<file path="src/verilog/isaPkg.sv">
package isaPkg;

	// ************************************************************************
	// word types
	// ************************************************************************

	typedef logic [63:0] word_t;   // data value, also addresses
	typedef logic [31:0] instr_t;  // one instruction word
	typedef logic [4:0]  regIdx_t; // register number
	typedef logic [5:0]  shamt_t;  // LSR shift amount

	// ************************************************************************
	// opcodes, matched from the top bits of the word
	// ************************************************************************

	localparam logic [5:0]  opB    = 6'b000101;      // B, imm26
	localparam logic [7:0]  opCbz  = 8'b10110100;    // CBZ, imm19
	localparam logic [7:0]  opBlt  = 8'b01010100;    // B.cond, LT only
	localparam logic [9:0]  opAddi = 10'b1001000100; // imm12 unsigned

	// R-type and D-type, 11 bits
	localparam logic [10:0] opAdds = 11'b10101011000;
	localparam logic [10:0] opSubs = 11'b11101011000;
	localparam logic [10:0] opAnd  = 11'b10001010000;
	localparam logic [10:0] opEor  = 11'b11001010000;
	localparam logic [10:0] opLsr  = 11'b11010011010;
	localparam logic [10:0] opLdur = 11'b11111000010;
	localparam logic [10:0] opStur = 11'b11111000000;

	// ************************************************************************
	// field positions, lsb of each field
	// ************************************************************************

	localparam int rdLsb    = 0;  // Rd / Rt
	localparam int rnLsb    = 5;
	localparam int rmLsb    = 16;
	localparam int shamtLsb = 10;
	localparam int imm9Lsb  = 12; // D-type address offset
	localparam int imm12Lsb = 10; // ADDI
	localparam int imm19Lsb = 5;  // CB-type
	localparam int imm26Lsb = 0;  // B-type

	// XZR, reads zero and drops writes
	localparam regIdx_t zeroReg = 5'd31;

	localparam int instrBytes = 4; // sequential PC step

endpackage
</file>
<file path="src/verilog/instrFetch.sv">
`timescale 1ns/1ps

module instrFetch import isaPkg::*; (
	input  logic  clk,
	input  logic  rst,
	input  logic  branchTaken,
	input  word_t branchTarget,
	output word_t pc
);

	word_t pcNext;

	// branch decided in decode wins over the sequential step
	always_comb begin
		if (branchTaken) begin
			pcNext = branchTarget;
		end else begin
			pcNext = pc + word_t'(instrBytes);
		end
	end

	always_ff @(posedge clk) begin
		if (rst) begin
			pc <= '0; // first fetch from address 0
		end else begin
			pc <= pcNext;
		end
	end

	// targets come from decode as pc + offset*4, so the low bits stay clear
	pcAligned: assert property (@(posedge clk) disable iff (rst) pc[1:0] == 2'b00);

endmodule

</file>
<file path="config.mk">
export PLATFORM = sky130hd
export DESIGN_NAME = instrFetch
export DESIGN_NICKNAME = d
export VERILOG_FILES = /design/src/verilog/isaPkg.sv /design/src/verilog/instrFetch.sv
export SDC_FILE = /design/constraint.sdc
export NUM_CORES = 1
export LEC_CHECK = 0
export ABC_AREA = 0
export BUFFER_PORTS_ARGS = -buffer_cell sky130_fd_sc_hd__buf_2
export CAP_MARGIN = 10
export CORE_AREA = 4 4 106 108
export CTS_CLUSTER_SIZE = 20
export DETAILED_ROUTE_END_ITERATION = 8
export DIE_AREA = 0 0 110 112
export PLACE_DENSITY = 0.68
export SLEW_MARGIN = 20
export SYNTH_ARGS = -nofsm -noshare
export SYNTH_HDL_FRONTEND = slang
export SYNTH_SLANG_ARGS = --single-unit
export TNS_END_PERCENT = 30
</file>
<file path="constraint.sdc">
create_clock -name clk -period 3.9 [get_ports clk]
set_clock_uncertainty 0.15 [all_clocks]
set_input_delay 0.585 -clock clk [delete_from_list [all_inputs] [get_ports clk]]
set_output_delay 0.585 -clock clk [all_outputs]
set_load 0.02 [all_outputs]
</file>
; Yosys cells after proc, flatten, opt, wreduce, memory -nomap -nowiden
; Index checks and enable logic that the tools add are counted.
[totals]
ff_bits = 64
word_cells = 3
[op_classes]
addsub = 1
muxes = 1
[ops]
columns = op, count
row1 = $add A64 B3 Y64 const B, 1
row2 = $mux W64, 1

; Longest topological paths before layout
; Gate-level depths: netlist of the first run.
[logic_depth]
ltp_word = 2
ltp_mapped = 10
ltp_nobuf = 6

; Worst setup path after synthesis of the first run
; Ideal clock, no wire load.
[synth_timing]
path_kind = reg2reg
from = register pc[13]
to = register pc[60]
setup_time_ns = 0.086
arrival_ns = 2.193
slack_ns = 1.471
path_stages_with_launch = 8
path_buffers = 1
cell_sequence = dfxtp_1 -> buf_6 -> nand3_4 -> or4_4 -> nor4_4 -> nand4_1 -> xor2_1 -> a211oi_1
[synth_between]
elab_chain_len = 2
[synth_rtl]
columns = item, line_no
row1 = "start, declared", instrFetch.sv:8  ; output word_t pc
row2 = "start signal, assigned", instrFetch.sv:26  ; pc <= pcNext;
row3 = $add A64 B3 Y64, instrFetch.sv:18  ; pcNext = pc + word_t'(instrBytes);
row4 = $mux W64, instrFetch.sv:15  ; if (branchTaken) begin
; Every way passes these cells.
; A chain may end at the register's enable or synchronous reset.

; Worst setup path after layout of the first run
[layout_timing]
from = register pc[4]
to = register pc[37]
; The elaborated chain is that of the path after synthesis.

==> results.json, run 1 <==
{
  "outcome": "complete, no violations",
  "startpoint_type": "flip-flop",
  "period_share_pct": 69.76,
  "synth_area_leaders": "dfxtp_1 36%, nor2_1 7.0%, xnor2_1 7.0%",
  "crit_start": "pc[4]",
  "dieArea_um2": 12320,
  "cts_tree": "done",
  "setup_slack_ns": 1.179,
  "grt_overflow": 0,
  "reg2regPathDepth": 5,
  "drtIter0Drc": 204,
  "largest_register_ffs": 64,
  "cp.arrival_ns": 2.83,
  "clockRootBuffer": "clkbuf_8",
  "setup_viol": 0,
  "n_antenna_cell": 0,
  "cts_buffer_depth": 2,
  "grt_max_degree": 44,
  "io_buffers": 130,
  "cts_made_buffers": 9,
  "die_x_um": 110,
  "end_kind": "flip-flop",
  "path_cells": "and3_1 -> and3_1 -> nand4_1 -> or3_1 -> a311oi_1",
  "tightest_slew_ns": 0.7381,
  "async_reset_ff_share_pct": 0,
  "hold_depth": 3,
  "hold_viol": 0,
  "syn-num-nets": 502,
  "power_density_nw_per_um2": 367.0,
  "syn_area_um2": 3521,
  "grt_pass1_vias": 3349,
  "synthCells": 434,
  "grtUsageTotal_pct": 16.74,
  "multiInputGateArea_um2": 2068,
  "cp_common_cell": "and3_1",
  "crit_type": "flip-flop to flip-flop",
  "clk_latency_ns": 0.35,
  "gp_congestion": 0.8268,
  "initial_utilization_pct": 34.41,
  "fin_crit_ns": 2.721,
  "synth_common_cells": "66 x nor2_1, 64 x dfxtp_1, 38 x nand2_1, 30 x a211oi_1, 28 x xnor2_1",
  "clkTransAtPathRegs_ns": 0.08,
  "vias": 3497,
  "antenna_found_initial": 1,
  "ys_seq_area_share_pct": 36.39,
  "dp_cells": 674,
  "syn_avg_cell_area_um2": 8.113,
  "io_pins": 131,
  "drcViolationCount": 0,
  "max-vdd-ir-drop_mv": 0.1685,
  "place_ws_ns": 1.200,
  "hold_path_class": "input port to flip-flop",
  "dr.pass1.iters": 4,
  "slowest_stage": "dfxtp_1",
  "tns_ns": 0,
  "grt_first_pass_wirelength_mm": 16.50,
  "totalWireLength_mm": 10.23,
  "cts_hold_buf": 0,
  "synth_edf_count": 0,
  "drt-met1-wl_mm": 4.737,
  "synth-seq-cells": 64,
  "ys_types": 42,
  "synthToLayoutAreaGrowth_pct": 26.01,
  "fin_nets": 617,
  "ys_warn_count": 0,
  "cts_resized": 0,
  "rows": 37,
  "numClockSinks": 64,
  "post_cts_buffers": 0,
  "drive_above_1_share_pct": 29.60,
  "top_layer": "met5",
  "max-slew-margin-rel_pct": 50.72,
  "dieHeight_um": 112,
  "synth.largest_area_cell": "dfxtp_1",
  "hpwl_mm": 7.737,
  "wl_met2_mm": 4.610,
  "wl_per_cell_um": 14.82,
  "top_regs": "pc: 64 flops",
  "num-fill-cells": 1061,
  "htreeDepth": 3,
  "critPathRequiredTime_ns": 4.01,
  "rsz0062_at_grt": "false",
  "largest-register": "pc",
  "wl_met3_um": 741,
  "cp_max_fo": 13,
  "ant_nets": 0,
  "cap_violations": 0,
  "p_leak_nw": 1.823,
  "seqCellArea_um2": 1281,
  "instances_no_fill": 690,
  "synth_top_area_share_pct": 36.39,
  "core_um2": 10230,
  "reg2reg_from": "pc[4]",
  "synthFlopType": "dfxtp_1",
  "max_stage_delay_ns": 0.48,
  "min_from": "branchTarget[49]",
  "max_freq_mhz": 367.5,
  "via_per_inst": 5.068,
  "synth.most_common_cell": "nor2_1",
  "finalMaxSlewViolations": 0
}
## worst paths after layout
check / end / slack [ns]
setup / recovery: pc[37] / 1.18
hold / removal: pc[49] / 0.28
setup reg to reg: pc[37] / 1.18
hold reg to reg: pc[1] / 0.35
## cells in the final DEF (no fill, tap or decap), types with 7 or more instances in the layout
master      n
a211oi_1   30
o21ai_0    10
nand2_1    38
nor3_1     13
buf_2     130
clkbuf_8   13
dfxtp_1    64
and3_1      7
nand3_1    25
xor2_1     26
nor2_1     66
xnor2_1    28
nand4_1    18
a21oi_1    21
## cell families after synthesis
kind of cell / count (synthesis) / share of synthesized area (%)
muxes: 6 / 1.706
buffers and inverters: 36 / 4.868
and+or+nand+nor: 203 / 30.38
DFF: 64 / 36.39
adders and majority gates: 1 / 0.3553
xor gates and xnor gates: 54 / 13.43
AOI/OAI and AO/OA: 70 / 12.86
## where the power goes
group,internal [mW],switching (mW),total (mW)
clock,0.365,0.258,0.622
combinational,0.103,0.147,0.250
sequential,0.698,0.0583,0.756
total,1.16,0.463,1.63
## metrics by stage
step           cell area (um2)  hold WS, ns  utilization, %  power (mW)
5_1_grt                   4437       0.2749           43.37       1.714
3_5_place_dp              4219       0.3294           41.24       1.021
4_1_cts                   4437       0.2597           43.37       1.650
3_3_place_gp              4219       0.3314           41.24       1.016
2_1_floorplan             3521       0.4335               -      0.9160
6_report                  4437       0.2794           43.37       1.628
## routing by layer
layer,global-route usage [%],up-vias
li1,-,1767
met1,22.95,1615
met2,25.08,100
met3,4.116,13
met4,6.484,2
met5,0,-
## critical path, delay by kind of cell, from the launching register on
family	cells	cell delay (ns)
flip-flops	1	0.48
AND/OR/NAND/NOR	4	1.72
AO/OA/AOI/OAI	1	0.28
## cell type report
type | instances | area share (%)
Clock buffer | 14 | 4.117
Clock inverter | 2 | 0.7896
Inverter | 7 | 0.5922
Multi-Input combinational cell | 334 | 46.62
Sequential cell | 64 | 28.88
Tap cell | 136 | 3.835
Timing Repair Buffer | 133 | 15.17
Power figures use the tool's default switching activity.
==> run 2: changes to the inputs <==
==> constraint.sdc (replaced) <==
create_clock -name clk -period 2.7 [get_ports clk]
set_clock_uncertainty 0.15 [all_clocks]
set_input_delay 0.405 -clock clk [delete_from_list [all_inputs] [get_ports clk]]
set_output_delay 0.405 -clock clk [all_outputs]
set_load 0.02 [all_outputs]
==> results.json, run 2 (synthesized netlist as in run 1, its figures left out) <==
{
  "max_stage_delay_ns": 0.61,
  "setup_slack_ns": 0.2913,
  "largest_register_ffs": 64,
  "slowest_stage": "or4_4",
  "antenna_found_initial": 1,
  "ant_nets": 0,
  "outcome": "complete, no violations",
  "initial_utilization_pct": 34.41,
  "drtIter0Drc": 244,
  "setup_viol": 0,
  "hpwl_mm": 7.855,
  "clockRootBuffer": "clkbuf_8",
  "tns_ns": 0,
  "grt.busiest_layer": "met2",
  "fin_crit_ns": 2.409,
  "core_um2": 10230,
  "top_regs": "pc: 64 flops",
  "wl_per_cell_um": 15.00,
  "max-vdd-ir-drop_mv": 0.2514,
  "place_ws_ns": 0.2840,
  "met3_usage_pct": 5.681,
  "grt_overflow": 0,
  "fin_nets": 626,
  "hold_path_class": "input port to flip-flop",
  "power_density_nw_per_um2": 490.9,
  "largest-register": "pc",
  "max_freq_mhz": 415.2,
  "cts_buffer_depth": 2,
  "drcViolationCount": 0,
  "totalWireLength_mm": 10.48,
  "grtUsageTotal_pct": 16.99,
  "cts_made_buffers": 9,
  "clk_latency_ns": 0.34,
  "io_buffers": 130,
  "vias": 3526,
  "final_cell_mix": "130 x buf_2, 66 x nor2_1, 64 x dfxtp_1",
  "cap_violations": 0,
  "cp.arrival_ns": 2.48,
  "rsz0062_at_grt": "false",
  "gp_congestion": 0.8407,
  "end_kind": "flip-flop",
  "grt_pass1_vias": 3462,
  "cts_tree": "done",
  "critPathRequiredTime_ns": 2.77,
  "max-slew-margin-rel_pct": 45.55,
  "cts_hold_buf": 0,
  "period_share_pct": 89.21,
  "clkTransAtPathRegs_ns": 0.07,
  "met2_usage_pct": 28.20,
  "htreeDepth": 3,
  "final_area_um2": 4472,
  "multiInputGateArea_um2": 2068,
  "cts_resized": 0,
  "dieHeight_um": 112,
  "crit_type": "flip-flop to flip-flop",
  "tightest_slew_ns": 0.8167,
  "layout_commonest_cell": "buf_2",
  "via_per_inst": 5.044,
  "grt_first_pass_wirelength_mm": 16.68,
  "finalMaxSlewViolations": 0,
  "post_cts_buffers": 0,
  "grt_max_degree": 52,
  "path_cells": "nand3_4 -> or4_4 -> nor4_2 -> nor3b_1 -> xnor2_1 -> o21ai_0",
  "rows": 37,
  "seqCellArea_um2": 1281,
  "numClockSinks": 64,
  "io_pins": 131,
  "dr.pass1.iters": 4,
  "startpoint_type": "flip-flop",
  "num-fill-cells": 1053,
  "drive_above_1_share_pct": 30.91,
  "hold_viol": 0,
  "n_antenna_cell": 0,
  "cp_max_fo": 5,
  "p_total_mw": 2.195,
  "synthToLayoutAreaGrowth_pct": 27.01,
  "whs_ns": 0.1267,
  "use_met1_pct": 20.74,
  "placed_cell_area_um2": 4299,
  "p_leak_nw": 1.849,
  "die_x_um": 110,
  "dieArea_um2": 12320
}
[run 2: cell types whose count changed in the layout (fill, tap and decap cells not counted), sizes merged]
cell,previous run,this run
buf,133,142
clkinv,1,4
bufinv,1,0
clkbuf,14,10
clkinvlp,0,2
[run 2: worst paths after layout]
check                    from     end  slack [ns]  cells past startpoint
max reg2reg            pc[18]  pc[59]        0.29                      6
min reg2reg             pc[0]   pc[0]        0.35                      2
max                    pc[18]  pc[59]        0.29                      6
min          branchTarget[49]  pc[49]        0.13                      3
[run 2: layout make-up]
| cell class | instances | share of cell area, % |
|---|---|---|
| Multi-Input combinational cell | 334 | 46.25 |
| Tap cell | 136 | 3.805 |
| Clock buffer | 10 | 3.078 |
| Clock inverter | 6 | 0.7834 |
| Inverter | 7 | 0.5876 |
| Timing Repair Buffer | 142 | 16.84 |
| Sequential cell | 64 | 28.65 |
[run 2: critical path, delay by kind of cell (launching register included)]
kind	cells	cell delay (ns)
flip-flops	1	0.46
AND/OR/NAND/NOR	4	1.42
XOR/XNOR	1	0.16
AO/OA/AOI/OAI	1	0.11
[run 2: metrics by stage]
stage                     util, %  std cells
after floorplan                 -        434
after global placement      42.02        683
after detailed placement    42.02        683
after CTS                   43.71        699
after global routing        43.71        699
final                       43.71        699
[run 2: routing by layer]
metal	share of wire, %	routed length (um)	vias up
met4	1.2	131	2
met5	0.12	13	-
li1	-	-	1778
met2	46	4874	126
met1	43	4491	1606
met3	9.3	973	14
[run 2: report_power, final]
part | total, mW | switching (mW) | internal (mW)
combinational | 0.376 | 0.221 | 0.155
sequential | 1.08 | 0.0766 | 1.01
clock | 0.735 | 0.384 | 0.351
total | 2.20 | 0.682 | 1.51
