==> config.mk <==
export PLATFORM = sky130hd
export DESIGN_NAME = instrDecode
export DESIGN_NICKNAME = d
export VERILOG_FILES = /design/src/verilog/isaPkg.sv /design/src/verilog/pipePkg.sv /design/src/verilog/instrDecode.sv
export SDC_FILE = /design/constraint.sdc
export NUM_CORES = 1
export LEC_CHECK = 0
export CAP_MARGIN = 5
export CORE_AREA = 2 2 121 123
export DETAILED_ROUTE_END_ITERATION = 8
export DIE_AREA = 0 0 123 125
export DONT_BUFFER_PORTS = 1
export GPL_ROUTABILITY_DRIVEN = 0
export PLACE_DENSITY_LB_ADDON = 0.2
export RECOVER_POWER = 25
export SYNTH_ARGS = -nofsm -noshare
export SYNTH_HDL_FRONTEND = slang
export SYNTH_SLANG_ARGS = --single-unit
==> constraint.sdc <==
create_clock -name vclk -period 5.51
set_input_delay 0.551 -clock vclk [all_inputs]
set_output_delay 0.551 -clock vclk [all_outputs]
set_load 0.05 [all_outputs]
==> src/verilog/isaPkg.sv <==
package isaPkg;

	// ************************************************************************
	// word types
	// ************************************************************************

	typedef logic [63:0] word_t;   // data value, also addresses
	typedef logic [31:0] instr_t;  // one instruction word
	typedef logic [4:0]  regIdx_t; // register number
	typedef logic [5:0]  shamt_t;  // LSR shift amount

	// ************************************************************************
	// opcodes, matched from the top bits of the word
	// ************************************************************************

	localparam logic [5:0]  opB    = 6'b000101;      // B, imm26
	localparam logic [7:0]  opCbz  = 8'b10110100;    // CBZ, imm19
	localparam logic [7:0]  opBlt  = 8'b01010100;    // B.cond, LT only
	localparam logic [9:0]  opAddi = 10'b1001000100; // imm12 unsigned

	// R-type and D-type, 11 bits
	localparam logic [10:0] opAdds = 11'b10101011000;
	localparam logic [10:0] opSubs = 11'b11101011000;
	localparam logic [10:0] opAnd  = 11'b10001010000;
	localparam logic [10:0] opEor  = 11'b11001010000;
	localparam logic [10:0] opLsr  = 11'b11010011010;
	localparam logic [10:0] opLdur = 11'b11111000010;
	localparam logic [10:0] opStur = 11'b11111000000;

	// ************************************************************************
	// field positions, lsb of each field
	// ************************************************************************

	localparam int rdLsb    = 0;  // Rd / Rt
	localparam int rnLsb    = 5;
	localparam int rmLsb    = 16;
	localparam int shamtLsb = 10;
	localparam int imm9Lsb  = 12; // D-type address offset
	localparam int imm12Lsb = 10; // ADDI
	localparam int imm19Lsb = 5;  // CB-type
	localparam int imm26Lsb = 0;  // B-type

	// XZR, reads zero and drops writes
	localparam regIdx_t zeroReg = 5'd31;

	localparam int instrBytes = 4; // sequential PC step

endpackage
==> src/verilog/pipePkg.sv <==
package pipePkg;

	import isaPkg::*;

	// ALU function select
	typedef enum logic [2:0] {
		passB,
		add,
		sub,
		andOp,
		xorOp,
		lsr
	} aluOp_e;

	// control bits that ride along the pipe
	typedef struct packed {
		logic   regWrite;
		logic   memWrite;
		logic   memToReg;  // writeback takes load data
		logic   aluSrcImm; // b operand is the immediate
		logic   setFlags;  // ADDS / SUBS
		aluOp_e aluOp;
	} ctrl_t;

	localparam ctrl_t ctrlNop = '0; // no writes of any kind

	// decode -> execute
	typedef struct packed {
		ctrl_t   ctrl;
		word_t   a;
		word_t   b;     // also the store data for STUR
		word_t   imm;
		regIdx_t rd;
		shamt_t  shamt;
		regIdx_t rn;    // source indices kept for EX forwarding
		regIdx_t rm;
	} idEx_t;

	// execute -> memory
	typedef struct packed {
		ctrl_t   ctrl;
		word_t   result;    // ALU value or memory address
		word_t   storeData;
		regIdx_t rd;
	} exMem_t;

	// memory -> writeback, also the regfile write port
	typedef struct packed {
		logic    regWrite;
		word_t   data;
		regIdx_t rd;
	} memWb_t;

	typedef struct packed {
		logic n;
		logic v;
	} flags_t;

endpackage

==> src/verilog/instrDecode.sv <==
`timescale 1ns/1ps

module instrDecode import isaPkg::*, pipePkg::*; (
	input  instr_t  instr,
	input  word_t   pc,           // address of the instruction in decode
	input  flags_t  flags,        // already includes a flag update from EX
	input  word_t   cbzValue,     // forwarded second operand
	output ctrl_t   ctrl,
	output word_t   imm,
	output regIdx_t rn,
	output regIdx_t rm,           // second read index, rd for STUR / CBZ
	output regIdx_t rd,
	output logic    branchTaken,
	output word_t   branchTarget
);

	logic [5:0]  op6;
	logic [7:0]  op8;
	logic [9:0]  op10;
	logic [10:0] op11;
	logic        isB;
	logic        isCbz;
	logic        isBlt;
	logic        useRd;   // read Rt instead of Rm
	word_t       brOffset;

	assign op6  = instr[31 -: 6];
	assign op8  = instr[31 -: 8];
	assign op10 = instr[31 -: 10];
	assign op11 = instr[31 -: 11];

	// ************************************************************************
	// opcode table, shortest opcode checked first
	// ************************************************************************

	always_comb begin
		ctrl  = ctrlNop; // unknown words fall out as a nop
		imm   = '0;
		isB   = 1'b0;
		isCbz = 1'b0;
		isBlt = 1'b0;
		useRd = 1'b0;
		if (op6 == opB) begin
			isB = 1'b1;
		end else if (op8 == opCbz) begin
			isCbz = 1'b1;
			useRd = 1'b1; // tested register sits in Rt
		end else if (op8 == opBlt) begin
			isBlt = 1'b1;
		end else if (op10 == opAddi) begin
			ctrl.regWrite  = 1'b1;
			ctrl.aluSrcImm = 1'b1;
			ctrl.aluOp     = add;
			imm            = word_t'(instr[imm12Lsb +: 12]); // zero extended
		end else begin
			case (op11)
				opAdds: begin
					ctrl.regWrite = 1'b1;
					ctrl.setFlags = 1'b1;
					ctrl.aluOp    = add;
				end
				opSubs: begin
					ctrl.regWrite = 1'b1;
					ctrl.setFlags = 1'b1;
					ctrl.aluOp    = sub;
				end
				opAnd: begin
					ctrl.regWrite = 1'b1;
					ctrl.aluOp    = andOp;
				end
				opEor: begin
					ctrl.regWrite = 1'b1;
					ctrl.aluOp    = xorOp;
				end
				opLsr: begin
					ctrl.regWrite = 1'b1;
					ctrl.aluOp    = lsr; // amount from shamt, carried by the top
				end
				opLdur: begin
					ctrl.regWrite  = 1'b1;
					ctrl.memToReg  = 1'b1;
					ctrl.aluSrcImm = 1'b1;
					ctrl.aluOp     = add; // base + imm9
					imm            = word_t'(signed'(instr[imm9Lsb +: 9]));
				end
				opStur: begin
					ctrl.memWrite  = 1'b1;
					ctrl.aluSrcImm = 1'b1;
					ctrl.aluOp     = add;
					imm            = word_t'(signed'(instr[imm9Lsb +: 9]));
					useRd          = 1'b1; // store data from Rt
				end
				default: begin
				end
			endcase
		end
	end

	assign rn = instr[rnLsb +: 5];
	assign rd = instr[rdLsb +: 5];
	assign rm = useRd ? rd : instr[rmLsb +: 5];

	// ************************************************************************
	// branch decision and target
	// ************************************************************************

	assign brOffset = isB ? word_t'(signed'(instr[imm26Lsb +: 26]))
	                      : word_t'(signed'(instr[imm19Lsb +: 19]));

	assign branchTarget = pc + (brOffset << 2); // word offset to bytes
	assign branchTaken  = isB
	                    | (isCbz & (cbzValue == '0))
	                    | (isBlt & (flags.n ^ flags.v)); // signed less than

endmodule

* Word-level counts from Yosys, hierarchy flattened
Cells that the tools add are included.
** Word-level totals
- Bits in registers :: 0
- Logic and storage cells :: 53
** Cells by class
- Add/sub/neg operators :: 1
- Equal/unequal tests :: 11
- Mux-type cells :: 31
- Bitwise operators :: 5
- Reductions and logical operators :: 5
** Operator list (count)
- $mux 64 :: 5
- $eq 11x11->1 const B :: 7
- $add 64x64->64 :: 1
- $logic_not 64->1 :: 1
- $mux 62 :: 1
- $mux 8 :: 3
- $mux 1 :: 18
- $pmux 3 s5 :: 1
- $eq 10x10->1 const B :: 1
- $eq 8x7->1 const B :: 1
- $eq 8x8->1 const B :: 1
- $eq 6x3->1 const B :: 1
- $reduce_or 6->1 :: 1
- $mux 5 :: 1
- $reduce_or 2->1 :: 2
- $mux 3 :: 1
- $reduce_or 3->1 :: 1
- $and 1x1->1 :: 2
- $mux 2 :: 1
- $or 1x1->1 :: 2
- $xor 1x1->1 :: 1

* Longest topological paths before layout
Gate-level depths: netlist of the first run.
- Depth in word-level cells :: 7
- Gate-level depth with buffers :: 18

* Worst setup path before layout of the first run
No wires, ideal clock.
- Path kind :: input to output
- From :: in instr[27]
- To :: out branchTarget[56]
- Arrival time :: 5.564 ns
- Required time :: 4.959 ns
- Slack :: -0.605 ns
- Stages on the path :: 17
- Path buffers :: 1
- Cells stage by stage :: nor3b_1 > nand3b_1 > nor2_1 > clkbuf_1 > mux2_2 > ha_1 > fa_1 > a21oi_1 > o21ai_0 > o21ai_0 > a2111oi_4 > o311ai_1 > a21oi_1 > o21ai_0 > a31oi_1 > mux2i_1 > a211oi_1
** On the way
- Cells in the longest elaborated chain, start to end :: 4
** RTL lines
- from (decl) :: line instrDecode.sv:4 : input instr_t instr,
- $eq 6x3->1 :: line instrDecode.sv:43 : if (op6 == opB) begin
- $mux 1 :: line instrDecode.sv:43
- $mux 62 :: line instrDecode.sv:107 : assign brOffset = isB ? word_t'(signed'(instr[imm26Lsb +: 26]))
- $add 64x64->64 :: line instrDecode.sv:110 : assign branchTarget = pc + (brOffset << 2);
- to (decl) :: line instrDecode.sv:14 : output word_t branchTarget
No other way between the ends.

* Worst setup path after layout of the first run
- From :: in instr[27]
- To :: out branchTarget[57]
The elaborated chain is that of the path after synthesis.

==> impl_results.md, run 1 <==
* Status: finished, violations left
* Failing checks: max-capacitance violations, max-slew violations
* Max Slew Vio Count at 6
* Layout cells sized above 1 at 21.0%
* Reg area at 0 sq um
* Hold Vio Cnt, Final at 0
* Final setup TNS at 0 ps
* Mapped cell area at approximately 4800 sq um
* CP max FO at 7
* Largest net degree at the start of global routing at 18
* Final period utilization at 97.1%
* Full die area at about 15,000 sq um
* Hold path start: instr[5]
* Synth area leader: ha_1
* Critical Path Slowest Stage Cell: or4b_1
* Min cycle time layout at 5350 ps
* Crit path launch type: input pin
* Worst-Margin Slew at approximately 3100 ps
* Crit path from: instr[27]
* Die X at between 100 and 150 um
* Total global-route track usage at between 20% and 30%
* Syn Inst Count at slightly below 700
* # Max-Cap Violations at 1
* Via density at just under 6
* Worst-case vdd ir drop at around 0.00013 V
* Buffers on Ports at 0
* Met1 Track Usage GR at a little under a quarter
* Final net count at 922
* Cell mode on critical path: buf_4
* Initial drt markers at 184
* Placement Rows at 44
* Initial Util at around a third
* Vias at a little over 5,000
* Seq Cell Count at 0
* Highest clock rate at roughly 190 MHz
* CP top delay family: compound AO/OA/AOI/OAI gates
* Buf/Inv on CP at 2
* Final core occ at 37.8%
* YS warnings at 0
* Top cell type's share of synthesized area at around 17%
* Leakage at approximately 0.0024 uW
* # IOs at between 300 and 400
* PwrDens at 211 nW/um^2
* Layer with the highest usage: met2
* Setup Slack @ Placement at -44.8 ps
* Hold endpoint: rn[0]
* Avg Inst Size Synth at approximately 7.0 sq um
* Core area at roughly 14,000 sq um
* Worst Path Class, Setup: input pin to primary output
* # hold bufs at CTS at 0
* Worst EP required at ~5000 ps
* Synth top area cells: ha_1 (17%), buf_4 (10%), a21oi_1 (7.5%), xnor2_1 (5.5%), xor2_1 (5.5%)
* Initial antenna violation count at 2
* Worst path cell trace: nor3b_2 > nand3b_1 > nor2_4 > buf_4 > mux2_2 > ha_1 > nand3_2 > or2_0 > a311o_1 > a211o_1 > o21a_1 > o211ai_2 > a211o_4 > a31oi_4 > o2111ai_1 > or4b_1 > buf_4
* Met2 track utilization from global routing at between 40% and 50%
* Final setup viols at 0
* Placed Cells at a little under 900
* Vias in the first global route at 5,339
* Setup WS post-layout at around 160 ps
* Syn nets at roughly 900
* Post-DR wirelength/cell at about 21 um
* Overflow after GRT at 0
* Global routing usage on met3 at 4.52%
* Die Ht at 125 um
* First-pass GRT wire length at approximately 27,000 um
* DRC viols at 0
* Relative slew slack at -109%
* Routed Antenna Nets at 0
* TritonRoute pass-1 iters at 4
* Hold path depth at 0
* Fin cells at ~880
* HP Class: input pin to primary output
* Crit path largest cell delay at 440 ps
* Layout filler cell count at about 1,500
* Unrepaired setup endpoints after global routing: false
* Netlist cell types at 66
* Register area share after synthesis at 0%
* Critical path data arrival time at roughly 4800 ps
* Clkbuf count at 0
* Half-perimeter wire length after placement at between 15,000 and 20,000 um
* Crit path capture type: primary output
* Area growth, synth to finish at 11.7%
* WL final at about 18,000 um
logic make-up after synthesis:
family,share of synthesized area (%)
multiplexers,5.59
AND/OR/NAND/NOR,23.1
XOR/XNOR,10.9
buffers and inverters,13.3
adder cells (fa/ha/maj),17.8
AO/OA/AOI/OAI,29.3
layer usage:
layer,up-vias,routed length [um]
met4,2,734
met1,2350,6630
met2,217,9560
met5,-,13
met3,34,1300
li1,2490,-
area by class of cell:
class	count	area, sq um	area share, %
diodes	1	2.50	0.0466
inverters	15	56.3	1.05
multi-input cells	583	4260	79.3
well taps	184	230	4.28
repair buffers	92	823	15.3
through the flow:
| step | cell area [sq um] | power [uW] | hold slack [ps] |
|---|---|---|---|
| after floorplan | 4860 | 835 | 1270 |
| after global placement | 5330 | 1130 | 1100 |
| after detailed placement | 5330 | 1120 | 1100 |
| after CTS | 5330 | 1130 | 1100 |
| after global routing | 5370 | 1200 | 1100 |
| final | 5370 | 1130 | 1100 |
report_power, final:
group          switching (uW)  internal [uW]
combinational             750            384
sequential                  0              0
clock                       0      0.0000243
total                     750            384
placed cells by master (no fill, tap or decap), drive strengths merged, types with 9 or more instances in the layout:
cell and count:
a21o 31, a21oi 72, buf 90, ha 67, inv 15, mux2 23
nand2 67, nand2b 13, nand3 16, nand4 21, nor2 37, nor4 19
o21a 9, o21ai 41, o21bai 10, xnor2 30, xor2 30
how the worst max path moves through the flow:
stage                       end  cells past startpoint  slack [ps]
6_report       branchTarget[57]                     17         160
5_1_grt        branchTarget[57]                     17           7
4_1_cts        branchTarget[57]                     17          60
3_5_place_dp   branchTarget[57]                     17         -40
3_3_place_gp   branchTarget[57]                     17          70
2_1_floorplan  branchTarget[56]                     17        -140
cell usage after synthesis (19+ instances only):
| master | number |
|---|---|
| a21o_1 | 30 |
| a21oi_1 | 72 |
| buf_4 | 65 |
| clkbuf_1 | 20 |
| ha_1 | 67 |
| mux2_2 | 23 |
| nand2_1 | 66 |
| nand4_1 | 21 |
| nor2_1 | 37 |
| nor4_1 | 19 |
| o21ai_0 | 40 |
| xnor2_1 | 30 |
| xor2_1 | 30 |
repair_timing:
action,4_1_cts,5_1_grt
resized for setup,1,6
endpoints found under the setup margin,3,9
buffers inserted,0,3
pin swaps,0,1
Power figures use the tool's default switching activity.
==> inputs of run 2 (changes only) <==
--- a/config.mk
+++ b/config.mk
@@ -6,9 +6,9 @@
 export NUM_CORES = 1
 export LEC_CHECK = 0
 export CAP_MARGIN = 5
-export CORE_AREA = 2 2 121 123
+export CORE_AREA = 2 2 122 124
 export DETAILED_ROUTE_END_ITERATION = 8
-export DIE_AREA = 0 0 123 125
+export DIE_AREA = 0 0 124 126
 export DONT_BUFFER_PORTS = 1
 export GPL_ROUTABILITY_DRIVEN = 0
 export PLACE_DENSITY_LB_ADDON = 0.2
==> constraint.sdc (replaced) <==
create_clock -name vclk -period 4.6
set_input_delay 0.46 -clock vclk [all_inputs]
set_output_delay 0.46 -clock vclk [all_outputs]
set_load 0.05 [all_outputs]
==> run 2 against run 1 <==
Effect of this change:
- the run ends with max-capacitance violations, max-slew violations, negative setup slack left
- die area is 1.6% higher
- final cell count is 9.5% higher
- power is 50% higher
- via count is 8.6% higher
- core utilization is 10 points higher
- critical endpoint unchanged
==> impl_results.md, run 2 (synthesis results as in run 1) <==
* WHS at a little over 900 ps
* HP Class: input pin to primary output
* Total global-route track usage at between 20% and 30%
* WL final at slightly above 20,000 um
* Max Slew Vio Count at 5
* Routed Antenna Nets at 0
* Setup WS post-layout at -123 ps
* Overflow after GRT at 0
* Reg area at 0 sq um
* First-pass GRT wire length at 29,800 um
* Status: finished, violations left
* Die Ht at 126 um
* Final net count at 1,000
* Worst-Margin Slew at between 1500 and 2000 ps
* Via density at between 5 and 6
* Clkbuf count at 0
* Unrepaired setup endpoints after global routing: true
* Crit path capture type: primary output
* Post-DR wirelength/cell at ~21 um
* Worst EP required at 4140 ps
* Final setup viols at 3
* Area growth, synth to finish at 42.4%
* Final core occ at between 40% and 50%
* Seq Cell Count at 0
* Leakage at 0.00292 uW
* Failing checks: max-capacitance violations, max-slew violations, negative setup slack
* Relative slew slack at -26.0%
* CP max FO at 21
* Layout cells sized above 1 at 37.6%
* PnR Total Power at between 1500 and 2000 uW
* Highest clock rate at between 200 and 250 MHz
* Worst Path Class, Setup: input pin to primary output
* Hold Vio Cnt, Final at 0
* Placement Rows at 44
* # IOs at around 310
* Crit path launch type: input pin
* Die X at roughly 120 um
* Hold path depth at 0
* Initial antenna violation count at 11
* Crit path from: instr[27]
* Initial Util at about a third
* # Max-Cap Violations at 1
* Most frequent cells in the layout: buf_4 (140), nand2_1 (64), a21oi_1 (56)
* Vias in the first global route at roughly 5,600
* Vias at 5,530
* Largest net degree at the start of global routing at 26
* # hold bufs at CTS at 0
* Core area at 14,300 sq um
* Final period utilization at 103%
* Full die area at roughly 16,000 sq um
* Half-perimeter wire length after placement at ~17,000 um
* Buffers on Ports at 0
* Worst-case vdd ir drop at between 0.00015 and 0.0002 V
* TritonRoute pass-1 iters at 4
* PwrDens at around 250 nW/um^2
* Min cycle time layout at approximately 4700 ps
* Worst setup path endpoint: branchTarget[57]
* DRC viols at 0
* Critical path data arrival time at approximately 4300 ps
* Initial drt markers at roughly 330
* Commonest non-fill, non-tap cell in the layout: buf_4
==> run 2: cell count changes in the layout (fill, tap and decap cells not counted), moves of 9 or more <==
cell / before / now
a21oi_2: 0 / 11
buf_12: 8 / 23
a21oi_1: 72 / 56
ha_4: 0 / 12
o21ai_0: 39 / 27
ha_1: 67 / 53
xnor2_4: 0 / 9
xnor2_1: 25 / 16
buf_4: 80 / 140
==> run 2: metal layers <==
| metal | wire [um] | share of wire (%) | global-route usage, % | vias up |
|---|---|---|---|---|
| li1 | - | - | - | 2641 |
| met1 | 7900 | 39 | 28.9 | 2605 |
| met2 | 10000 | 50 | 43.2 | 234 |
| met3 | 1740 | 8.7 | 7.70 | 38 |
| met4 | 379 | 1.9 | 3.44 | 12 |
| met5 | 82 | 0.41 | 0 | - |
==> run 2: worst max-delay path, cell delays in order <==
cell       delay, ps
nor3b_4          190
nand3b_1         160
nor2_4           150
buf_12           170
mux2_2           370
ha_4             290
nand3_2          110
or2_0            220
a311o_1          340
a211o_1          310
o21a_1           210
o211ai_2         230
a211o_4          160
a31oi_4          110
o2111ai_2        180
or4b_4           590
==> run 2: stage by stage <==
stage	setup TNS, ps	std cells	setup slack [ps]	instance area, sq um
after floorplan	-212	687	-112	5200
after global placement	-744	948	-122	6410
after detailed placement	-1310	948	-195	6410
after CTS	-266	949	-159	6630
after global routing	-6010	958	-313	6850
final	-171	958	-123	6850
==> run 2: report_power, final <==
part	total (uW)	internal, uW	leakage, uW	switching, uW
clock	0.000180	0.000180	0.0000000380	0
sequential	0	0	0	0
combinational	1700	695	0.00292	1000
==> run 2: worst min-delay path by stage <==
stage          startpoint               to  slack [ps]
5_1_grt             pc[1]  branchTarget[1]         920
4_1_cts             pc[1]  branchTarget[1]         920
6_report         instr[1]            rd[1]         920
3_3_place_gp        pc[1]  branchTarget[1]         920
3_5_place_dp        pc[1]  branchTarget[1]         920
2_1_floorplan       pc[0]  branchTarget[0]        1090
==> run 2: layout make-up <==
cell class / instances / area, sq um
repair buffers: 170 / 1580
multi-input cells: 583 / 4970
fillers: 1393 / 7460
diodes: 6 / 15.0
well taps: 184 / 230
inverters: 15 / 56.3
==> run 2: what timing repair did <==
item,in CTS,in global routing
buffers inserted,1,3
pin swaps,7,11
resized for setup,33,40
setup endpoints to repair,12,22
