File: config.mk
export PLATFORM = sky130hd
export DESIGN_NAME = operandForward
export DESIGN_NICKNAME = d
export VERILOG_FILES = /design/src/verilog/isaPkg.sv /design/src/verilog/pipePkg.sv /design/src/verilog/operandForward.sv
export SDC_FILE = /design/constraint.sdc
export NUM_CORES = 1
export LEC_CHECK = 0
export BUFFER_PORTS_ARGS = -buffer_cell sky130_fd_sc_hd__buf_2
export CAP_MARGIN = 15
export CORE_AREA = 2 2 186 188
export DETAILED_ROUTE_END_ITERATION = 16
export DIE_AREA = 0 0 188 190
export GPL_TIMING_DRIVEN = 0
export PLACE_DENSITY_LB_ADDON = 0.15
export SLEW_MARGIN = 20
export SYNTH_ARGS = -nofsm -noshare
export SYNTH_HDL_FRONTEND = slang
export SYNTH_SLANG_ARGS = --single-unit
File: constraint.sdc
create_clock -name vclk -period 2.9
set_input_delay 0.87 -clock vclk [all_inputs]
set_output_delay 0.87 -clock vclk [all_outputs]
set_load 0.01 [all_outputs]
File: src/verilog/isaPkg.sv
package isaPkg;

	// ************************************************************************
	// word types
	// ************************************************************************

	typedef logic [63:0] word_t;   // data value, also addresses
	typedef logic [31:0] instr_t;  // one instruction word
	typedef logic [4:0]  regIdx_t; // register number
	typedef logic [5:0]  shamt_t;  // LSR shift amount

	// ************************************************************************
	// opcodes, matched from the top bits of the word
	// ************************************************************************

	localparam logic [5:0]  opB    = 6'b000101;      // B, imm26
	localparam logic [7:0]  opCbz  = 8'b10110100;    // CBZ, imm19
	localparam logic [7:0]  opBlt  = 8'b01010100;    // B.cond, LT only
	localparam logic [9:0]  opAddi = 10'b1001000100; // imm12 unsigned

	// R-type and D-type, 11 bits
	localparam logic [10:0] opAdds = 11'b10101011000;
	localparam logic [10:0] opSubs = 11'b11101011000;
	localparam logic [10:0] opAnd  = 11'b10001010000;
	localparam logic [10:0] opEor  = 11'b11001010000;
	localparam logic [10:0] opLsr  = 11'b11010011010;
	localparam logic [10:0] opLdur = 11'b11111000010;
	localparam logic [10:0] opStur = 11'b11111000000;

	// ************************************************************************
	// field positions, lsb of each field
	// ************************************************************************

	localparam int rdLsb    = 0;  // Rd / Rt
	localparam int rnLsb    = 5;
	localparam int rmLsb    = 16;
	localparam int shamtLsb = 10;
	localparam int imm9Lsb  = 12; // D-type address offset
	localparam int imm12Lsb = 10; // ADDI
	localparam int imm19Lsb = 5;  // CB-type
	localparam int imm26Lsb = 0;  // B-type

	// XZR, reads zero and drops writes
	localparam regIdx_t zeroReg = 5'd31;

	localparam int instrBytes = 4; // sequential PC step

endpackage
File: src/verilog/pipePkg.sv
package pipePkg;

	import isaPkg::*;

	// ALU function select
	typedef enum logic [2:0] {
		passB,
		add,
		sub,
		andOp,
		xorOp,
		lsr
	} aluOp_e;

	// control bits that ride along the pipe
	typedef struct packed {
		logic   regWrite;
		logic   memWrite;
		logic   memToReg;  // writeback takes load data
		logic   aluSrcImm; // b operand is the immediate
		logic   setFlags;  // ADDS / SUBS
		aluOp_e aluOp;
	} ctrl_t;

	localparam ctrl_t ctrlNop = '0; // no writes of any kind

	// decode -> execute
	typedef struct packed {
		ctrl_t   ctrl;
		word_t   a;
		word_t   b;     // also the store data for STUR
		word_t   imm;
		regIdx_t rd;
		shamt_t  shamt;
		regIdx_t rn;    // source indices kept for EX forwarding
		regIdx_t rm;
	} idEx_t;

	// execute -> memory
	typedef struct packed {
		ctrl_t   ctrl;
		word_t   result;    // ALU value or memory address
		word_t   storeData;
		regIdx_t rd;
	} exMem_t;

	// memory -> writeback, also the regfile write port
	typedef struct packed {
		logic    regWrite;
		word_t   data;
		regIdx_t rd;
	} memWb_t;

	typedef struct packed {
		logic n;
		logic v;
	} flags_t;

endpackage

File: src/verilog/operandForward.sv
`timescale 1ns/1ps

module operandForward import isaPkg::*, pipePkg::*; (
	input  regIdx_t srcA,
	input  regIdx_t srcB,
	input  word_t   fileA,   // value without forwarding
	input  word_t   fileB,
	input  exMem_t  exFwd,   // nearer producer
	input  memWb_t  memFwd,  // one stage further back
	output word_t   opA,
	output word_t   opB
);

	// newest writer of src wins and XZR is never forwarded
	function automatic word_t pick(regIdx_t src, word_t fileVal);
		if (exFwd.ctrl.regWrite && exFwd.rd != zeroReg && exFwd.rd == src) begin
			return exFwd.result;
		end
		if (memFwd.regWrite && memFwd.rd != zeroReg && memFwd.rd == src) begin
			return memFwd.data;
		end
		return fileVal;
	endfunction

	always_comb begin
		opA = pick(srcA, fileA);
		opB = pick(srcB, fileB);
		// an XZR source keeps the zero from the register file
		fwdZeroA: assert ((srcA !== zeroReg) || (opA === '0));
		fwdZeroB: assert ((srcB !== zeroReg) || (opB === '0));
	end

endmodule

# Word level (Yosys, flattened, before mapping)
# Cells that the tools add are included.
# totals
register_bits	0
in_bits	349
out_inout_bits	128
word_cells	26
# op_classes
n_eq_ne	6
n_mux	14
reduce_logical	6
# ops
operator	count
$mux 64	8
$eq 5x5->1	4
$ne 5x5->1 const B	2
$logic_and 1x1->1	6
$mux 1	6

# Longest topological paths before layout
# Gate-level depths: netlist (run 1).
# logic_depth
word_depth	7
mapped_depth	6
ltp_nobuf	4

# Least setup slack after synthesis (run 1)
# OpenSTA, ideal clock, no wires.
# synth_timing
path_kind	input to output
from	in memFwd[1] in the netlist's numbering
to	out opA[10]
arrival_time_ps	2089
required_time_ps	2030
slack_ps	-59
path_stages	6
path_buffers	2
path_cell_list	xor2_1 -> or3_1 -> buf_6 -> buf_8 -> o31ai_1 -> a31oi_1
# synth_between
elab_chain_cells	7
word_cells_on_any_way	9
cone_classes	eq/ne (2); mux (5); reduce/logical (2)
# synth_lines
item	line	source
start, declared	operandForward.sv:9	input memWb_t memFwd,
$ne 5x5->1	operandForward.sv:19	if (memFwd.regWrite && memFwd.rd != zeroReg && memFwd.rd == src) begin
$logic_and 1x1->1	operandForward.sv:19	
$logic_and 1x1->1 *	operandForward.sv:19	
$mux 1 (2 in series)	operandForward.sv:19	
$mux 64 *	operandForward.sv:22	return fileVal;
$mux 64 *	operandForward.sv:19	
end, declared	operandForward.sv:10	output word_t opA,
# Every way passes the cells marked *; elsewhere a longest branch is shown, timed or not. The select of a mux whose other input is x is not followed.

# Worst setup path in the final report (run 1)
# layout_timing
from	in srcA[0]
to	out opA[53]
# layout_between
elab_chain_cells	6
word_cells_on_any_way	10
cone_classes	eq/ne (2); mux (6); reduce/logical (2)
# layout_lines
item	line	source
start, declared	operandForward.sv:4	input regIdx_t srcA,
$eq 5x5->1	operandForward.sv:19	
$logic_and 1x1->1	operandForward.sv:19	
$mux 1 (2 in series)	operandForward.sv:19	
$mux 64	operandForward.sv:22	
$mux 64 *	operandForward.sv:19	
# Marks and branches as above.

==> results of run 1 <==
-- metal layers --
metal  wire, µm  GRT usage (%)
met1      16400           25.2
met5         27              0
met4        992           5.09
met2      18700           35.2
met3       3160           3.63
-- logic make-up (layout without fill, tap and decap cells) --
logic type,Yosys count,after routing,share of synthesized area [%]
buffers and inverters,123,570,15.6
AOI/OAI and AO/OA,260,260,43.0
other,0,2,0
and+or+nand+nor,271,271,37.2
xor gates and xnor gates,20,20,4.21
-- power groups by stage --
stage               logic (mW)  clock network, mW  registers (mW)
floorplan                0.646                  0               0
global placement          1.30                  0               0
detailed placement        1.30                  0               0
CTS                       1.70                  0               0
global route              1.95                  0               0
finish                    1.85       0.0000000914               0
-- synth_stat cells, drive strengths merged, types with 2 or more instances --
| library cell | count |
|---|---|
| o211ai | 2 |
| a31oi | 128 |
| nor3 | 130 |
| nand4 | 131 |
| buf | 46 |
| xnor2 | 10 |
| nor2 | 2 |
| clkbuf | 76 |
| or3 | 2 |
| o31ai | 128 |
| or2 | 4 |
| xor2 | 10 |
-- cell type report --
class	instances	area, µm²
repair buffers	451	2770
well taps	455	569
diodes	2	5.00
inverters	1	3.75
plain buffers	118	1050
multi-input cells	551	5020
fillers	3769	24500
-- worst paths after layout --
path | cells after the start | endpoint | startpoint | slack [ns]
max | 8 | opA[53] | srcA[0] | -0.46
min | 4 | opB[37] | fileB[37] | 2.10
-- tightest hold or removal path: stages --
cell,delay (ns)
buf_2,0.10
o31ai_2,0.05
a31oi_1,0.07
buf_2,0.14
-- through the flow --
| step | worst slack [ns] | std cells | setup TNS [ns] | hold slack, ns |
|---|---|---|---|---|
| floorplan | -0.0531 | 674 | -3.09 | 1.88 |
| finish | -0.458 | 1578 | -47.75 | 2.10 |
| CTS | -0.474 | 1569 | -48.71 | 2.10 |
| global route | -0.502 | 1576 | -55.28 | 2.11 |
| detailed placement | -1.24 | 1535 | -133.95 | 2.10 |
| global placement | -1.29 | 1535 | -132.57 | 2.10 |
-- what timing repair did --
action	4_1_cts	5_1_grt
cloned	8	5
pin swaps	72	84
hold buffers	0	0
setup endpoints to repair	128	128
setup buffers	30	4
resized for setup	312	121
==> impl_metrics.yaml, run 1 <==
place:
  io_buffers: 406
  place.gp.congestion: 0.908
  placed_area_um2: 6970
  dp_hpwl_mm: 29.1
critical_path:
  critical_path_buf_inv_count: 4
  cp_top_family: "buffers and inverters"
  crit_type: "in2out"
  crit_chain: "buf_8, xor2_4, or3_4, buf_12, clkbuf_16, o31ai_4, a31oi_2, buf_2"
  slowest_delay_ns: 0.46
  cp_max_fo: 5
  cp.required_ns: 2.03
  cp-start-kind: "input pin"
  arrival_ns: 2.49
  slowest_stage: "or3_4"
  crit_path_end_kind: "output pin"
sta:
  rsz0062_at_grt: "yes"
  hold_violations: 0
  post-route-period-util_pct: 116
  worst_slew_pin_slew_ns: 0.327
  setup_viol: 128
  slew_viol_final: 0
  fmax_mhz: 298
  worst_slack_ns: -0.458
  fin_crit_ns: 3.36
  maxSlewHeadroom_pct: 78.0
global_routing:
  grt_start_max_net_pins: 11
  antenna_found_initial: 2
  overflow: 0
  grt_util_all_layers_pct: 20.1
  grt_pass1_wl_mm: 54.8
  grt_pass1_vias: 8539
detailed_routing:
  post-route-drc-count: 0
  ant_nets: 0
  drtPass1Iterations: 5
  wirelength_mm: 39.3
  drt_iter0_markers: 480
  post_drt_wl_per_cell_um: 24.9
  vias: 8264
  viasPerCell: 5.24
final_layout:
  final_util_pct: 27.8
  layout_common_cells: "buf_2, nand4_1, nor3_1"
  final_common_cell: "buf_2"
  seqCellArea_um2: 0
  area.growth.synth_to_final_pct: 127
  nNetsFinal: 1472
  seq_cells: 0
  final_cell_area_um2: 9420
  clkbuf_count: 0
  drive_above_1_share_pct: 64.9
die:
  pin_count: 477
  dieArea_um2: 35700
  core_region_area_um2: 33900
  die_x_um: 188
  fp.dieH_um: 190
  initial_core_util_pct: 12.3
  rows: 68
power_and_ir_drop:
  power.share.sequential_pct: 0
  p_switching_mw: 1.10
  clkPwrFrac_pct: 0
  combPwrFrac_pct: 100.0
  internal_power_mw: 0.751
  switching_share_pct: 59.4
  finalPower_mw: 1.85
  power_leakage_nw: 3.44
  ir_drop_uv: 82.5
  power.density_nw_per_um2: 197
synth:
  yosys_warnings: 0
  postSynthCellCount: 674
  syn_avg_cell_area_um2: 6.17
  ys_seq_area_share_pct: 0
  syn_area_um2: 4160
  syn-num-nets: 1023
  yosys.area.top_type: "o31ai_1"
  synth_top_area_share_pct: 23.1
  synthTopCellsByArea: "o31ai_1, nand4_1, a31oi_1"
  synth_cell_types: 21
status:
  outcome: "complete, but fails checks"
  violations: "negative setup slack"
run:
  cap_viol_max_count: 0
hold_path:
  hold_class: "in2out"
Note: power is estimated with default switching activity, not from simulation.
==> inputs of run 2 (changes only) <==
--- a/config.mk
+++ b/config.mk
@@ -5,12 +5,14 @@
 export SDC_FILE = /design/constraint.sdc
 export NUM_CORES = 1
 export LEC_CHECK = 0
+export ABC_AREA = 0
 export BUFFER_PORTS_ARGS = -buffer_cell sky130_fd_sc_hd__buf_2
 export CAP_MARGIN = 15
 export CORE_AREA = 2 2 186 188
 export DETAILED_ROUTE_END_ITERATION = 16
 export DIE_AREA = 0 0 188 190
 export GPL_TIMING_DRIVEN = 0
+export MAX_ROUTING_LAYER = met4
 export PLACE_DENSITY_LB_ADDON = 0.15
 export SLEW_MARGIN = 20
 export SYNTH_ARGS = -nofsm -noshare
==> impl_metrics.yaml, run 2 (synthesis results as in run 1) <==
critical_path:
  arrival_ns: 2.51
  cp_max_fo: 8
  crit_chain: "buf_8, xor2_4, or3_4, buf_12, clkbuf_16, o31ai_4, a31oi_4, buf_6"
  slowest_stage: "or3_4"
  crit_start: "srcA[0]"
  cp_top_family: "buffers and inverters"
  slowest_delay_ns: 0.45
  crit_path_end_kind: "output pin"
  cp-start-kind: "input pin"
  cp.required_ns: 2.03
  crit_type: "in2out"
  critical_path_buf_inv_count: 4
final_layout:
  drive_above_1_share_pct: 65.6
  clkbuf_count: 0
  final_util_pct: 29.3
  nNetsFinal: 1470
  final_common_cell: "buf_2"
  stdcell_count: 1578
  fillerInstances: 3788
  layout_common_cells: "buf_2, nand4_1, nor3_1"
  multi_input_area_um2: 5430
  seq_cells: 0
  area.growth.synth_to_final_pct: 139
  seqCellArea_um2: 0
power_and_ir_drop:
  power.density_nw_per_um2: 197
  p_switching_mw: 1.17
  switching_share_pct: 59.7
  power_leakage_nw: 3.53
  power.share.sequential_pct: 0
  internal_power_mw: 0.791
  combPwrFrac_pct: 100.0
  finalPower_mw: 1.96
  ir_drop_uv: 71.1
  clkPwrFrac_pct: 0
detailed_routing:
  wirelength_mm: 39.6
  viasPerCell: 5.31
  post_drt_wl_per_cell_um: 25.1
  vias: 8378
  drt_iter0_markers: 454
  ant_nets: 0
  post-route-drc-count: 0
  drtPass1Iterations: 5
die:
  die_x_um: 188
  dieArea_um2: 35700
  initial_core_util_pct: 12.3
  core_region_area_um2: 33900
  rows: 68
  pin_count: 477
  fp.dieH_um: 190
hold_path:
  worstHoldStart: "fileB[30]"
  hold_class: "in2out"
global_routing:
  antenna_found_initial: 4
  grt_pass1_wl_mm: 54.3
  grt_start_max_net_pins: 11
  grt_util_all_layers_pct: 20.6
  grt_pass1_vias: 8495
  overflow: 0
status:
  violations: "negative setup slack"
  outcome: "complete, but fails checks"
sta:
  maxSlewHeadroom_pct: 74.6
  fmax_mhz: 296
  setup_viol: 128
  worst_slew_pin_slew_ns: 0.378
  post-route-period-util_pct: 116
  rsz0062_at_grt: "yes"
  slew_viol_final: 0
  worst_slack_ns: -0.478
  fin_crit_ns: 3.38
  hold_violations: 0
place:
  dp_cells: 1535
  place.gp.congestion: 0.931
  dp_hpwl_mm: 29.1
  io_buffers: 406
run:
  cap_viol_max_count: 0
-- run 2: path summary, 6_finish.rpt --
check	to	cells past startpoint
min	opB[30]	4
max	opA[43]	8
-- run 2: cell type report --
| cell class | count | share of cell area, % |
|---|---|---|
| multi-input combinational | 551 | 54.5 |
| inverter | 1 | 0.0377 |
| timing repair buffer | 449 | 27.9 |
| antenna | 4 | 0.101 |
| buffer | 118 | 11.7 |
| tap | 455 | 5.72 |
-- run 2: stage by stage --
stage	setup WS [ns]	area [µm²]	setup TNS, ns	hold slack, ns
after floorplan	-0.0531	4370	-3.09	1.88
after global placement	-1.27	6970	-133.67	2.10
after detailed placement	-1.24	6970	-135.39	2.10
after CTS	-0.480	8510	-48.84	2.10
after global routing	-0.509	9950	-54.66	2.12
final	-0.478	9950	-48.70	2.10
-- run 2: layer usage --
metal	part of all wire, %	track usage, %
met5	0	-
met4	2.3	3.79
met3	7.9	3.73
met1	41	25.0
met2	49	35.7
-- run 2: power groups by stage --
| stage | Combinational, mW | Clock (mW) | Sequential, mW |
|---|---|---|---|
| after floorplan | 0.646 | 0 | 0 |
| after global placement | 1.31 | 0 | 0 |
| after detailed placement | 1.30 | 0 | 0 |
| after CTS | 1.64 | 0 | 0 |
| after global routing | 2.06 | 0.000000185 | 0 |
| final | 1.96 | 0.000000185 | 0 |
-- run 2: repair_timing --
action	in CTS	in global routing
cloned	8	7
hold buffers	0	0
hold endpoints to repair	0	0
resized for setup	288	229
pin swaps	40	134
endpoints found under the setup margin	128	128
setup buffers	24	6
-- run 2: tightest hold or removal path, delay by kind of cell --
kind	cells	cell delay (ns)
buf+inv	2	0.24
compound gates	2	0.12
==> inputs of run 3 (changes only) <==
--- a/config.mk
+++ b/config.mk
@@ -14,6 +14,8 @@
 export GPL_TIMING_DRIVEN = 0
 export MAX_ROUTING_LAYER = met4
 export PLACE_DENSITY_LB_ADDON = 0.15
+export RECOVER_POWER = 25
+export SETUP_SLACK_MARGIN = 0.3
 export SLEW_MARGIN = 20
 export SYNTH_ARGS = -nofsm -noshare
 export SYNTH_HDL_FRONTEND = slang
==> impl_metrics.yaml, run 3 (synthesis results as in run 1) <==
critical_path:
  crit_path_end_kind: "output pin"
  slowest_stage: "or3_4"
  crit_start: "srcA[0]"
  critical_path_buf_inv_count: 4
  arrival_ns: 2.48
  cp.required_ns: 2.03
  cp-start-kind: "input pin"
  cp_max_fo: 9
  cp_top_family: "buffers and inverters"
  critPathMostFrequentCell: "buf_12"
  crit_chain: "buf_8, xor2_4, or3_4, buf_12, buf_12, o31ai_2, a31oi_1, buf_2"
  crit_type: "in2out"
  slowest_delay_ns: 0.42
final_layout:
  final_common_cell: "buf_2"
  clkbuf_count: 0
  final_cell_area_um2: 9560
  fillerInstances: 3812
  stdcell_count: 1570
  layout_common_cells: "buf_2, nand4_1, nor3_1"
  drive_above_1_share_pct: 65.9
  final_util_pct: 28.2
  nNetsFinal: 1461
  seqCellArea_um2: 0
  multi_input_area_um2: 5040
  seq_cells: 0
  area.growth.synth_to_final_pct: 130
sta:
  fin_crit_ns: 3.35
  slew_viol_final: 0
  tns_ns: -46.73
  post-route-period-util_pct: 115
  rsz0062_at_grt: "yes"
  fmax_mhz: 299
  maxSlewHeadroom_pct: 67.7
  fin_hold_ws_ns: 2.10
  setup_viol: 128
  worst_slew_pin_slew_ns: 0.484
  hold_violations: 0
  worst_slack_ns: -0.448
detailed_routing:
  viasPerCell: 5.26
  vias: 8266
  drtPass1Iterations: 5
  ant_nets: 0
  drt_iter0_markers: 480
  wirelength_mm: 38.9
  post_drt_wl_per_cell_um: 24.8
  post-route-drc-count: 0
die:
  fp.dieH_um: 190
  rows: 68
  die_x_um: 188
  dieArea_um2: 35700
  pin_count: 477
  core_region_area_um2: 33900
  initial_core_util_pct: 12.3
place:
  place.gp.congestion: 0.913
  place_ws_ns: -1.17
  placed_area_um2: 7130
  dp_hpwl_mm: 28.6
  io_buffers: 406
  dp_cells: 1535
global_routing:
  grt_util_all_layers_pct: 21.1
  grt_pass1_wl_mm: 56.3
  overflow: 0
  grt_start_max_net_pins: 11
  grt_pass1_vias: 8583
  antenna_found_initial: 5
hold_path:
  hold_depth: 4
  worstHoldStart: "fileA[60]"
  min_to: "opA[60]"
  hold_class: "in2out"
clock_network:
  ctsHoldBuffers: 0
power_and_ir_drop:
  finalPower_mw: 1.85
  power_leakage_nw: 3.46
  power.density_nw_per_um2: 194
  ir_drop_uv: 69.3
run:
  cap_viol_max_count: 0
status:
  violations: "negative setup slack"
  outcome: "complete, but fails checks"
-- run 3: power by group --
| group | internal [mW] | switching (mW) |
|---|---|---|
| registers | 0 | 0 |
| clock network | 0.000000231 | 0 |
| logic | 0.760 | 1.09 |
| total | 0.760 | 1.09 |
-- run 3: routing by layer --
metal | part of all wire (%) | global-route usage (%)
met5 | 0 | -
met4 | 2.6 | 4.03
met3 | 7.4 | 3.50
met2 | 49 | 37.0
met1 | 41 | 25.6
-- run 3: area by class of cell --
cell class,instances,share of cell area (%)
antenna,5,0.131
buffer,121,14.3
multi-input combinational,551,52.8
inverter,1,0.0393
timing repair buffer,437,26.8
tap,455,5.95
-- run 3: worst max path at each step --
stage | endpoint | depth (start not counted)
2_1_floorplan | opA[16] | 6
3_3_place_gp | opA[7] | 8
3_5_place_dp | opA[20] | 8
4_1_cts | opA[14] | 9
5_1_grt | opA[20] | 8
6_report | opA[37] | 8
-- run 3: what timing repair did --
action | in CTS | in global routing
setup endpoints to repair | 128 | 128
gates cloned | 12 | 1
pin swaps | 88 | 28
buffers inserted | 17 | 1
gates resized for setup | 345 | 118
